$ cat src/rtl/memory_game_settings.svh
// Round counts, move timeout lengths and show phase timing for the memory game
`ifndef MEMORY_GAME_SETTINGS_SVH
`define MEMORY_GAME_SETTINGS_SVH

// Rounds per game, selected by the round level
`define MG_ROUNDS_SHORT 8
`define MG_ROUNDS_LONG 16

// Move timeout in clock cycles, selected by the time level
`define MG_TIMEOUT_SHORT 64
`define MG_TIMEOUT_LONG 128

// Show phase: cycles an entry is lit, then dark cycles before the next one
`define MG_SHOW_CYCLES 8
`define MG_GAP_CYCLES 4

`endif

$ cat src/rtl/memory_game_pkg.sv
// Package with the controller state type, the move type and the default sequence
`default_nettype none

package memory_game_pkg;

    // One bit per button or LED
    typedef logic [3:0] move_t;

    typedef enum logic [4:0] {
        st_idle   = 5'd0,
        st_load   = 5'd1,
        st_show   = 5'd2,
        st_wait   = 5'd3,
        st_check  = 5'd4,
        st_next   = 5'd5,
        st_record = 5'd6,
        st_paused = 5'd7,
        st_won    = 5'd8,
        st_lost   = 5'd9
    } game_state_t;

    // Sequence memory contents after reset or a new start
    localparam move_t default_sequence [16] = '{
        4'b0001,
        4'b0010,
        4'b0100,
        4'b1000,
        4'b0100,
        4'b0001,
        4'b1000,
        4'b0010,
        4'b0001,
        4'b0100,
        4'b0010,
        4'b1000,
        4'b1000,
        4'b0001,
        4'b0100,
        4'b0010
    };

endpackage

`default_nettype wire

$ cat src/rtl/game_ctrl_if.sv
// Interface bundling control strobes and condition flags between controller and datapath
`timescale 1ns/1ps
`default_nettype none

interface game_ctrl_if;

    // Strobes from the control unit
    logic clear_all;
    logic load_config;
    logic clear_round;
    logic count_round;
    logic clear_move;
    logic count_move;
    logic clear_timer;
    logic count_timer;
    logic show_memory;
    logic show_player;
    logic write_memory;

    // Conditions from the datapath
    logic move_done;
    logic move_correct;
    logic move_is_last;
    logic round_is_last;
    logic timer_done;
    logic show_done;

    modport control (
        output clear_all, load_config, clear_round, count_round, clear_move, count_move,
               clear_timer, count_timer, show_memory, show_player, write_memory,
        input  move_done, move_correct, move_is_last, round_is_last, timer_done, show_done
    );

    modport datapath (
        input  clear_all, load_config, clear_round, count_round, clear_move, count_move,
               clear_timer, count_timer, show_memory, show_player, write_memory,
        output move_done, move_correct, move_is_last, round_is_last, timer_done, show_done
    );

endinterface

`default_nettype wire

$ cat src/rtl/hex7seg.sv
// Hex digit to active-low seven-segment decoder
`timescale 1ns/1ps
`default_nettype none

module hex7seg (
    input  wire logic [3:0] hexa,
    output logic      [6:0] display
);

    // Segment order is g f e d c b a, a lit segment is 0
    always_comb begin
        case (hexa)
            4'h0: display = 7'b1000000;
            4'h1: display = 7'b1111001;
            4'h2: display = 7'b0100100;
            4'h3: display = 7'b0110000;
            4'h4: display = 7'b0011001;
            4'h5: display = 7'b0010010;
            4'h6: display = 7'b0000010;
            4'h7: display = 7'b1111000;
            4'h8: display = 7'b0000000;
            4'h9: display = 7'b0010000;
            4'ha: display = 7'b0001000;
            4'hb: display = 7'b0000011;
            4'hc: display = 7'b1000110;
            4'hd: display = 7'b0100001;
            4'he: display = 7'b0000110;
            default: display = 7'b0001110;
        endcase
    end

endmodule

`default_nettype wire

$ cat src/rtl/game_datapath.sv
// Game datapath with settings, counters, timers, sequence memory and button capture
`include "memory_game_settings.svh"
`timescale 1ns/1ps
`default_nettype none

module game_datapath (
    input  wire logic                  clock,
    input  wire logic                  reset,
    input  wire logic            [3:0] buttons,
    input  wire logic                  round_level,
    input  wire logic                  time_level,
    input  wire logic                  record_mode,
    game_ctrl_if.datapath              ctrl,
    output memory_game_pkg::move_t     leds,
    output logic                 [3:0] round_number,
    output logic                       record_active
);

    localparam int timer_w = $clog2(`MG_TIMEOUT_LONG);
    localparam int show_w  = $clog2(`MG_SHOW_CYCLES + `MG_GAP_CYCLES);

    localparam logic [timer_w-1:0] timeout_short_last = timer_w'(`MG_TIMEOUT_SHORT - 1);
    localparam logic [timer_w-1:0] timeout_long_last  = timer_w'(`MG_TIMEOUT_LONG - 1);
    localparam logic [show_w-1:0]  lit_cycles         = show_w'(`MG_SHOW_CYCLES);
    localparam logic [show_w-1:0]  entry_last         =
        show_w'(`MG_SHOW_CYCLES + `MG_GAP_CYCLES - 1);
    localparam logic [3:0] round_short_last = 4'(`MG_ROUNDS_SHORT - 1);
    localparam logic [3:0] round_long_last  = 4'(`MG_ROUNDS_LONG - 1);

    logic round_level_reg;
    logic time_level_reg;
    logic [3:0] round_cnt;
    logic [3:0] move_cnt;
    logic [timer_w-1:0] timer_cnt;
    logic [show_w-1:0] show_cnt;
    logic entry_end;
    memory_game_pkg::move_t seq_mem [16];
    memory_game_pkg::move_t btn_reg;
    memory_game_pkg::move_t btn_prev;
    memory_game_pkg::move_t move_reg;

    // Settings sampled while the controller waits for start
    always_ff @(posedge clock) begin
        if (reset) begin
            round_level_reg <= 1'b0;
            time_level_reg  <= 1'b0;
            record_active   <= 1'b0;
        end else if (ctrl.load_config) begin
            round_level_reg <= round_level;
            time_level_reg  <= time_level;
            record_active   <= record_mode;
        end
    end

    always_ff @(posedge clock) begin
        if (reset || ctrl.clear_round) begin
            round_cnt <= 4'd0;
        end else if (ctrl.count_round) begin
            round_cnt <= round_cnt + 4'd1;
        end
    end

    // Move address, also walked through the entries during the show phase
    always_ff @(posedge clock) begin
        if (reset || ctrl.clear_move) begin
            move_cnt <= 4'd0;
        end else if (ctrl.count_move) begin
            move_cnt <= move_cnt + 4'd1;
        end else if (ctrl.show_memory && entry_end) begin
            move_cnt <= ctrl.move_is_last ? 4'd0 : move_cnt + 4'd1;
        end
    end

    // Lit and gap phases of one shown entry
    always_ff @(posedge clock) begin
        if (reset || ctrl.clear_move) begin
            show_cnt <= '0;
        end else if (ctrl.show_memory) begin
            show_cnt <= entry_end ? '0 : show_cnt + 1'b1;
        end
    end

    // Saturates at the limit so timer_done holds
    always_ff @(posedge clock) begin
        if (reset || ctrl.clear_timer) begin
            timer_cnt <= '0;
        end else if (ctrl.count_timer && !ctrl.timer_done) begin
            timer_cnt <= timer_cnt + 1'b1;
        end
    end

    // Restored to the default sequence on reset and on each new game
    always_ff @(posedge clock) begin
        if (reset || ctrl.clear_all) begin
            seq_mem <= memory_game_pkg::default_sequence;
        end else if (ctrl.write_memory) begin
            seq_mem[round_cnt + 4'd1] <= move_reg;
        end
    end

    always_ff @(posedge clock) begin
        if (reset) begin
            btn_reg  <= '0;
            btn_prev <= '0;
        end else begin
            btn_reg  <= buttons;
            btn_prev <= btn_reg;
        end
    end

    always_ff @(posedge clock) begin
        if (ctrl.move_done) begin
            move_reg <= btn_reg;
        end
    end

    assign entry_end          = (show_cnt == entry_last);
    assign ctrl.move_done     = (btn_reg != '0) && (btn_prev == '0);
    assign ctrl.move_correct  = (move_reg == seq_mem[move_cnt]);
    assign ctrl.move_is_last  = (move_cnt == round_cnt);
    assign ctrl.round_is_last = (round_cnt == (round_level_reg ? round_long_last
                                                               : round_short_last));
    assign ctrl.timer_done    = (timer_cnt == (time_level_reg ? timeout_long_last
                                                              : timeout_short_last));
    assign ctrl.show_done     = entry_end && ctrl.move_is_last;

    always_comb begin
        if (ctrl.show_memory) begin
            leds = (show_cnt < lit_cycles) ? seq_mem[move_cnt] : '0;
        end else if (ctrl.show_player) begin
            leds = btn_reg;
        end else begin
            leds = '0;
        end
    end

    assign round_number = round_cnt;

    // Recording and showing are separate phases of a round
    a_no_write_during_show: assert property (
        @(posedge clock) disable iff (reset) !(ctrl.write_memory && ctrl.show_memory)
    );

    // Rounds only advance below the last round
    a_round_in_range: assert property (
        @(posedge clock) disable iff (reset) ctrl.count_round |-> !ctrl.round_is_last
    );

endmodule

`default_nettype wire

$ cat src/rtl/game_control.sv
// Game control FSM for show, player turn, record, pause and end states
`timescale 1ns/1ps
`default_nettype none

module game_control (
    input  wire logic                  clock,
    input  wire logic                  reset,
    input  wire logic                  start,
    input  wire logic                  pause,
    input  wire logic                  record_active,
    game_ctrl_if.control               ctrl,
    output logic                       won,
    output logic                       lost,
    output logic                       ready,
    output logic                       player_turn,
    output logic                       new_move,
    output logic                       paused,
    output memory_game_pkg::game_state_t state,
    output logic                       timeout
);

    memory_game_pkg::game_state_t next_state;
    memory_game_pkg::game_state_t return_state;
    logic timeout_hit;

    always_ff @(posedge clock) begin
        if (reset) begin
            state        <= memory_game_pkg::st_idle;
            return_state <= memory_game_pkg::st_idle;
        end else begin
            state <= next_state;
            if (next_state == memory_game_pkg::st_paused &&
                state != memory_game_pkg::st_paused) begin
                return_state <= state;
            end
        end
    end

    // Tells a timeout loss apart from a wrong move
    always_ff @(posedge clock) begin
        if (reset || ctrl.clear_all) begin
            timeout <= 1'b0;
        end else if (timeout_hit) begin
            timeout <= 1'b1;
        end
    end

    always_comb begin
        next_state        = state;
        timeout_hit       = 1'b0;
        ctrl.clear_all    = 1'b0;
        ctrl.load_config  = 1'b0;
        ctrl.clear_round  = 1'b0;
        ctrl.count_round  = 1'b0;
        ctrl.clear_move   = 1'b0;
        ctrl.count_move   = 1'b0;
        ctrl.clear_timer  = 1'b0;
        ctrl.count_timer  = 1'b0;
        ctrl.show_memory  = 1'b0;
        ctrl.show_player  = 1'b0;
        ctrl.write_memory = 1'b0;
        case (state)
            memory_game_pkg::st_idle,
            memory_game_pkg::st_won,
            memory_game_pkg::st_lost: begin
                // Settings track the inputs until the start edge
                ctrl.load_config = 1'b1;
                if (start) begin
                    next_state = memory_game_pkg::st_load;
                end
            end
            memory_game_pkg::st_load: begin
                ctrl.clear_all   = 1'b1;
                ctrl.clear_round = 1'b1;
                ctrl.clear_move  = 1'b1;
                ctrl.clear_timer = 1'b1;
                next_state       = memory_game_pkg::st_show;
            end
            memory_game_pkg::st_show: begin
                ctrl.show_memory = 1'b1;
                ctrl.clear_timer = 1'b1;
                if (pause) begin
                    next_state = memory_game_pkg::st_paused;
                end else if (ctrl.show_done) begin
                    next_state = memory_game_pkg::st_wait;
                end
            end
            memory_game_pkg::st_wait: begin
                ctrl.show_player = 1'b1;
                ctrl.count_timer = 1'b1;
                if (pause) begin
                    next_state = memory_game_pkg::st_paused;
                end else if (ctrl.move_done) begin
                    next_state = memory_game_pkg::st_check;
                end else if (ctrl.timer_done) begin
                    timeout_hit = 1'b1;
                    next_state  = memory_game_pkg::st_lost;
                end
            end
            memory_game_pkg::st_check: begin
                ctrl.count_move  = 1'b1;
                ctrl.clear_timer = 1'b1;
                if (!ctrl.move_correct) begin
                    next_state = memory_game_pkg::st_lost;
                end else if (!ctrl.move_is_last) begin
                    next_state = memory_game_pkg::st_wait;
                end else if (ctrl.round_is_last) begin
                    next_state = memory_game_pkg::st_won;
                end else if (record_active) begin
                    next_state = memory_game_pkg::st_record;
                end else begin
                    next_state = memory_game_pkg::st_next;
                end
            end
            memory_game_pkg::st_record: begin
                ctrl.show_player = 1'b1;
                if (pause) begin
                    next_state = memory_game_pkg::st_paused;
                end else if (ctrl.move_done) begin
                    next_state = memory_game_pkg::st_next;
                end
            end
            memory_game_pkg::st_next: begin
                // Only reached through record in record mode
                ctrl.write_memory = record_active;
                ctrl.count_round  = 1'b1;
                ctrl.clear_move   = 1'b1;
                ctrl.clear_timer  = 1'b1;
                next_state        = memory_game_pkg::st_show;
            end
            memory_game_pkg::st_paused: begin
                if (!pause) begin
                    next_state = return_state;
                end
            end
            default: begin
                next_state = memory_game_pkg::st_idle;
            end
        endcase
    end

    assign won         = (state == memory_game_pkg::st_won);
    assign lost        = (state == memory_game_pkg::st_lost);
    assign ready       = (state == memory_game_pkg::st_idle) || won || lost;
    assign player_turn = (state == memory_game_pkg::st_wait);
    assign new_move    = (state == memory_game_pkg::st_record);
    assign paused      = (state == memory_game_pkg::st_paused);

    // A win leaves the datapath on its last round
    a_win_on_last_round: assert property (
        @(posedge clock) disable iff (reset) $rose(won) |-> ctrl.round_is_last
    );

    // Every checked move restarts the move timeout
    a_check_clears_timer: assert property (
        @(posedge clock) disable iff (reset)
            (state == memory_game_pkg::st_check) |=> !ctrl.timer_done
    );

endmodule

`default_nettype wire

$ cat src/rtl/memory_game.sv
// Memory game top level with datapath, control unit and debug display decoders
`timescale 1ns/1ps
`default_nettype none

module memory_game (
    input  wire logic       clock,
    input  wire logic       reset,
    input  wire logic       start,
    input  wire logic [3:0] buttons,
    input  wire logic       round_level,
    input  wire logic       time_level,
    input  wire logic       record_mode,
    input  wire logic       pause,
    output logic            won,
    output logic            lost,
    output logic            ready,
    output logic            player_turn,
    output logic            new_move,
    output logic      [3:0] leds,
    output logic            paused,
    output logic      [6:0] db_round,
    output logic      [6:0] db_state,
    output logic            db_timeout
);

    game_ctrl_if ctrl_bus ();

    memory_game_pkg::game_state_t state;
    logic [3:0] round_number;
    logic       record_active;

    game_datapath datapath (
        .clock         ( clock         ),
        .reset         ( reset         ),
        .buttons       ( buttons       ),
        .round_level   ( round_level   ),
        .time_level    ( time_level    ),
        .record_mode   ( record_mode   ),
        .ctrl          ( ctrl_bus      ),
        .leds          ( leds          ),
        .round_number  ( round_number  ),
        .record_active ( record_active )
    );

    game_control control (
        .clock         ( clock         ),
        .reset         ( reset         ),
        .start         ( start         ),
        .pause         ( pause         ),
        .record_active ( record_active ),
        .ctrl          ( ctrl_bus      ),
        .won           ( won           ),
        .lost          ( lost          ),
        .ready         ( ready         ),
        .player_turn   ( player_turn   ),
        .new_move      ( new_move      ),
        .paused        ( paused        ),
        .state         ( state         ),
        .timeout       ( db_timeout    )
    );

    // Round counter display
    hex7seg display_round (
        .hexa    ( round_number ),
        .display ( db_round     )
    );

    // Low four state bits cover all ten states
    hex7seg display_state (
        .hexa    ( state[3:0] ),
        .display ( db_state   )
    );

endmodule

`default_nettype wire

$ cat config.mk
export PLATFORM = sky130hd
export DESIGN_NAME = memory_game
export DESIGN_NICKNAME = d
export VERILOG_FILES = /design/src/rtl/memory_game_pkg.sv /design/src/rtl/game_ctrl_if.sv /design/src/rtl/hex7seg.sv /design/src/rtl/game_datapath.sv /design/src/rtl/game_control.sv /design/src/rtl/memory_game.sv
export VERILOG_INCLUDE_DIRS = /design/src /design/src/rtl
export SDC_FILE = /design/constraint.sdc
export NUM_CORES = 1
export LEC_CHECK = 0
export BUFFER_PORTS_ARGS = -buffer_cell sky130_fd_sc_hd__buf_2
export CAP_MARGIN = 10
export CORE_MARGIN = 2
export CORE_UTILIZATION = 30
export DETAILED_ROUTE_END_ITERATION = 10
export PLACE_DENSITY = 0.44
export SETUP_SLACK_MARGIN = 0.5
export SYNTH_ARGS = -nofsm -noshare
export SYNTH_HDL_FRONTEND = slang
export SYNTH_HIERARCHICAL = 1
export SYNTH_SLANG_ARGS = --single-unit
$ cat constraint.sdc
create_clock -name clock -period 2.8 [get_ports clock]
set_input_delay 0.28 -clock clock [delete_from_list [all_inputs] [get_ports clock]]
set_output_delay 0.28 -clock clock [all_outputs]
set_load 0.01 [all_outputs]
==> results_dict.tcl, run 1 <==
set metrics [dict create \
    syn_inst 680 \
    synthArstFlopShare_pct 0 \
    worstHoldPathType "input port to flip-flop" \
    setup_violations 7 \
    ys_seq_elements 109 \
    worst_pin_slew_ns 0.637 \
    dieArea_mm2 0.0214 \
    finalHoldViolCount 0 \
    gp_congestion 0.842 \
    reg2reg_to "control/return_state[0]" \
    clock_latency_ns 0.36 \
    cts-htree-levels 3 \
    cp_max_fo 5 \
    largest_register_ffs 64 \
    use_met2_pct 26.1 \
    post_drt_wl_per_cell_um 17.6 \
    grt_first_pass_wirelength_um 28400 \
    drt_iter0_markers 516 \
    critPathRequiredTime_ns 3.08 \
    reg_top3 "datapath/seq_mem: 64 flops, datapath/timer_cnt: 7 flops" \
    vias 5263 \
    vdd_drop_max_mv 0.227 \
    avgSynthCellArea_um2 8.95 \
    antenna_found_initial 0 \
    portBuffers 35 \
    slew_headroom_pct 57.1 \
    status "finished, violations left" \
    via_per_inst 5.26 \
    use_met1_pct 23.3 \
    setup_tns_ns -0.848 \
    max_stage_delay_ns 0.49 \
    yosysWarnings 6 \
    fp.dieH_um 146 \
    drive_above_1_share_pct 23.2 \
    reg2reg_setup_slack_ns -0.18 \
    diodes 0 \
    dp_cells 974 \
    fin_crit_ns 2.98 \
    synthToLayoutAreaGrowth_pct 18.1 \
    hold_start "buttons[1]" \
    synth.distinct_cells 71 \
    rr_startpoint "datapath/move_cnt[1]" \
    critPathKind "flip-flop to flip-flop" \
    antenna_left 0 \
    drv_slew 0 \
    yosysSeqAreaShare_pct 36.5 \
    hpwl_um 11400 \
    endpoint_kind "flip-flop" \
    crit_chain "buf_12 -> mux4_2 -> mux2i_1 -> mux2i_2 -> xor2_1 -> nor4_2 -> buf_4 -> buf_6 -> o21ai_2 -> o221ai_2 -> a211oi_2 -> nor3_4 -> mux2i_1" \
    met3_usage_pct 2.56 \
    power_density_mw_per_mm2 547 \
    min_period_over_period_pct 106 \
    stdcell_count 1000 \
    cp_slowest_cell "mux4_2" \
    p_leak_uw 0.00261 \
    coreArea_mm2 0.0200 \
    grt_pass1_vias 5166 \
    ys.flop_type "dfxtp_1" \
    die_x_um 146 \
    grt_busiest_layer "met2" \
    cts_buffer_depth 2 \
    hold_depth 2 \
    critPathLaunchType "flip-flop" \
    track_usage_pct 16.7 \
    worst-path-buf-inv 3 \
    num_rows 52 \
    worst_slack_ns -0.177 \
    hold_end "datapath/btn_reg[1]" \
    cts_hold_buf 0 \
    cts_tree "built" \
    drc 0 \
    root_buffer "clkbuf_16" \
    clk_pin_slew_ns 0.08 \
    final_util_pct 35.9 \
    synth_nets 713 \
    timing.fmax_mhz 336 \
    layout_commonest_cell "dfxtp_1" \
    rsz0062_at_grt "true" \
    yosys-top-cells-area "dfxtp_1, nand3_1, o21ai_0" \
    r2r_cells 13 \
    crit_family "multiplexers" \
    fin_nets 758 \
    drv_cap 0 \
    path_common_cell "mux2i_1" \
    numCtsBuffers 9 \
    dr.pass1.iters 5 \
    largest-register "datapath/seq_mem" \
    synth_top_cell_by_area "dfxtp_1" \
    grt_max_degree 49 \
    most-common-layout-cells "dfxtp_1, nand3_1, o21ai_0, a21oi_1, buf_4" \
    finalWirelength_um 17600 \
    fin_skew_ns 0.00838 \
    synth-edff-count 4 \
    synth_area_mm2 0.00609 \
    clock_sinks 109 \
    grt-ovfl-total 0 \
    cp_data_arrival_time_ns 3.26 \
    violations "negative setup slack" \
    initial_core_util_pct 30.4 \
    pin_count 36 \
    yosys.area.top_type_share_pct 34.5 \
]
-- worst reg2reg max path, delay by kind of cell (launching register included) --
kind / cells / cell delay [ns]
buf+inv: 3 / 0.41
compound gates: 3 / 0.28
flops: 1 / 0.38
mux: 4 / 1.00
xor+xnor: 1 / 0.17
simple gates: 2 / 0.66
-- cell usage after synthesis (3+ instances only) --
library cell / instances
a2111oi_0: 3
buf_1: 3
nor3b_1: 4
nor4_1: 4
a22o_1: 8
nor2b_1: 14
a31oi_1: 4
nand3_1: 86
ha_1: 22
o21ai_0: 72
edfxtp_1: 4
nand4_1: 6
nand2_1: 22
and2_1: 5
xor2_1: 14
buf_6: 5
xnor2_1: 9
dfxtp_1: 105
mux4_2: 7
or2_2: 5
mux4_1: 11
nor3_1: 10
clkbuf_1: 33
a21oi_1: 53
buf_2: 13
inv_1: 18
mux2i_1: 29
nand2b_1: 6
nor2_1: 43
buf_4: 6
and3_1: 5
o21ai_1: 4
-- repair_timing --
item,4_1_cts,5_1_grt
setup endpoints to repair,17,21
pin swaps,9,11
gates resized for setup,29,19
buffers inserted,7,3
-- kinds of logic after synthesis --
group                    Yosys count  synth area share, %
AND/OR/NAND/NOR                  231                 20.7
AO/OA/AOI/OAI                    165                 16.0
flip-flops                       109                 36.5
buffers and inverters             81                 6.54
multiplexers                      49                 12.5
XOR/XNOR                          23                 3.31
adder cells (fa/ha/maj)           22                 4.52
-- routing by layer --
metal  vias to the layer above  routed length (µm)
met5                         -                   0
met4                         0                 347
met3                        29                 816
met2                       153                7950
met1                      2549                8500
li1                       2532                   -
-- final cells by class --
class	count	area [µm²]
clock buffers	10	229
flip-flops and latches	109	2230
inverters	19	76.3
clock inverters	6	68.8
well taps	270	338
repair buffers	96	737
multi-input cells	490	3510
fillers	2113	12900
-- report_power, final --
part | switching, µW | internal [µW]
Clock | 611 | 704
Sequential | 50.6 | 1600
Combinational | 564 | 402
Total | 1230 | 2710
-- stage by stage --
| stage | hold slack (ns) | area (µm²) | power (µW) | setup slack [ns] |
|---|---|---|---|---|
| 2_1_floorplan | 0.357 | 6090 | 2310 | 0.0768 |
| 3_3_place_gp | 0.458 | 6690 | 2570 | -0.213 |
| 3_5_place_dp | 0.465 | 6690 | 2580 | -0.297 |
| 4_1_cts | 0.138 | 7110 | 3930 | -0.222 |
| 5_1_grt | 0.144 | 7190 | 4130 | -0.323 |
| 6_report | 0.144 | 7190 | 3930 | -0.177 |
-- how the worst max path moves through the flow --
stage                              start                       to  slack [ns]  depth (start not counted)
floorplan           datapath/move_cnt[1]  control/return_state[1]        0.08                         13
global placement    datapath/move_cnt[1]  control/return_state[0]       -0.21                         13
detailed placement  datapath/move_cnt[0]  control/return_state[0]       -0.30                         12
CTS                 datapath/move_cnt[1]  control/return_state[0]       -0.22                         13
global route        datapath/move_cnt[1]  control/return_state[0]       -0.32                         12
finish              datapath/move_cnt[1]  control/return_state[0]       -0.18                         13
Note: power is estimated with default switching activity, not from simulation.
==> run 2, diff against run 1 <==
CTS_BUF_LIST = sky130_fd_sc_hd__clkbuf_16   (was default)
RECOVER_POWER = 100   (was default)
==> run 2 against run 1 <==
  * Critical path type unchanged
  * Die area unchanged
  * Register-to-register slack about the same
  * The run still ends with negative setup slack left
  * Global-route usage is the same
  * Cell area down 1.1%
==> results_dict.tcl, run 2 (synthesis gave the netlist of run 1 again) <==
set metrics [dict create \
    rsz0062_at_grt "true" \
    violations "negative setup slack" \
    antenna_left 0 \
    drive_above_1_share_pct 20.0 \
    p_leak_uw 0.00254 \
    vias 5261 \
    endpoint_kind "flip-flop" \
    via_per_inst 5.26 \
    post_drt_wl_per_cell_um 17.6 \
    layout_commonest_cell "dfxtp_1" \
    initial_core_util_pct 30.4 \
    most-common-layout-cells "dfxtp_1, nand3_1, o21ai_0, a21oi_1, nor2_1" \
    crit_chain "buf_12 -> mux4_2 -> mux2i_1 -> mux2i_2 -> xor2_1 -> nor4_2 -> buf_4 -> buf_6 -> o21ai_2 -> o221ai_2 -> a211oi_2 -> nor3_4 -> mux2i_1" \
    dieArea_mm2 0.0214 \
    pin_count 36 \
    clk_pin_slew_ns 0.08 \
    cp_data_arrival_time_ns 3.26 \
    cp_slowest_cell "mux4_2" \
    antenna_found_initial 0 \
    drv_cap 0 \
    hpwl_um 11400 \
    crit_family "multiplexers" \
    numCtsBuffers 9 \
    timing.fmax_mhz 336 \
    setup_tns_ns -0.830 \
    placed_cell_area_mm2 0.00669 \
    slew_headroom_pct 56.1 \
    finalWirelength_um 17600 \
    fp.dieH_um 146 \
    dp_cells 974 \
    finalHoldViolCount 0 \
    fin_crit_ns 2.97 \
    power_density_mw_per_mm2 548 \
    worst-path-buf-inv 3 \
    cts_tree "built" \
    largest_register_ffs 64 \
    dr.pass1.iters 5 \
    path_common_cell "mux2i_1" \
    setup_violations 7 \
    worst_pin_slew_ns 0.652 \
    synthToLayoutAreaGrowth_pct 16.8 \
    worst_slack_ns -0.173 \
    status "finished, violations left" \
    grt-ovfl-total 0 \
    drv_slew 0 \
    cts_buffer_depth 2 \
    die_x_um 146 \
    clock_sinks 109 \
    min_period_over_period_pct 106 \
    root_buffer "clkbuf_16" \
    coreArea_mm2 0.0200 \
    p_total_uw 3890 \
    largest-register "datapath/seq_mem" \
    drt_iter0_markers 531 \
    gp_congestion 0.842 \
    fin_skew_ns 0.00891 \
    worstHoldPathType "input port to flip-flop" \
    stdcell_count 1000 \
    vdd_drop_max_mv 0.226 \
    clock_latency_ns 0.36 \
    reg_top3 "datapath/seq_mem: 64 flops, datapath/timer_cnt: 7 flops" \
    num_rows 52 \
    cp_max_fo 5 \
    max_stage_delay_ns 0.49 \
    drc 0 \
    fillers 2123 \
    portBuffers 35 \
    grt_max_degree 49 \
    critPathKind "flip-flop to flip-flop" \
    track_usage_pct 16.7 \
    critPathRequiredTime_ns 3.08 \
    grt_pass1_vias 5166 \
    stdcell_area_mm2 0.00711 \
    diodes 0 \
    critPathLaunchType "flip-flop" \
    cts-htree-levels 3 \
    grt_first_pass_wirelength_um 28400 \
    fin_nets 758 \
]
==> run 2: what timing repair did <==
item                                    in CTS  in global routing
pin swaps                                    9                 11
endpoints found under the setup margin      17                 21
cloned                                       0                  0
endpoints found under the hold margin        0                  0
gates resized for setup                     29                 19
hold buffers                                 0                  0
buffers inserted                             7                  3
==> run 2: where the power goes <==
group          switching, µW  internal [µW]  total (µW)
Sequential              48.0           1600        1650
Combinational            562            364         926
Clock                    614            700        1310
==> run 2: path summary, 6_finish.rpt <==
kind / start / to / slack [ns] / cells past startpoint
worst max-delay path: datapath/move_cnt[1] / control/return_state[0] / -0.17 / 13
worst min-delay path: buttons[1] / datapath/btn_reg[1] / 0.14 / 2
worst min register to register: datapath/seq_mem[2] / datapath/seq_mem[2] / 0.47 / 2
worst max register to register: datapath/move_cnt[1] / control/return_state[0] / -0.17 / 13
==> run 2: cell type report <==
class | instances | area (µm²) | share of cell area [%]
multi-input combinational | 490 | 3500 | 49.2
sequential | 109 | 2230 | 31.4
timing repair buffer | 96 | 669 | 9.42
tap | 270 | 338 | 4.75
clock buffer | 9 | 225 | 3.17
inverter | 19 | 76.3 | 1.07
clock inverter | 7 | 72.6 | 1.02
==> run 2: routing by layer <==
layer  part of all wire [%]  wire (µm)  up-vias  track usage (%)
met5                      0          0        -                0
met4                    2.0        352        0             6.50
met3                    4.5        797       29             2.56
met2                     45       7950      150             26.1
met1                     48       8520     2557             23.3
li1                       -          -     2525                -
==> run 2: metrics by stage <==
step | hold WS (ns) | utilization, % | setup slack [ns]
final | 0.139 | 35.5 | -0.173
after global routing | 0.144 | 35.5 | -0.323
after CTS | 0.138 | 35.5 | -0.222
after detailed placement | 0.465 | 33.4 | -0.297
after global placement | 0.458 | 33.4 | -0.213
after floorplan | 0.357 | - | 0.0768
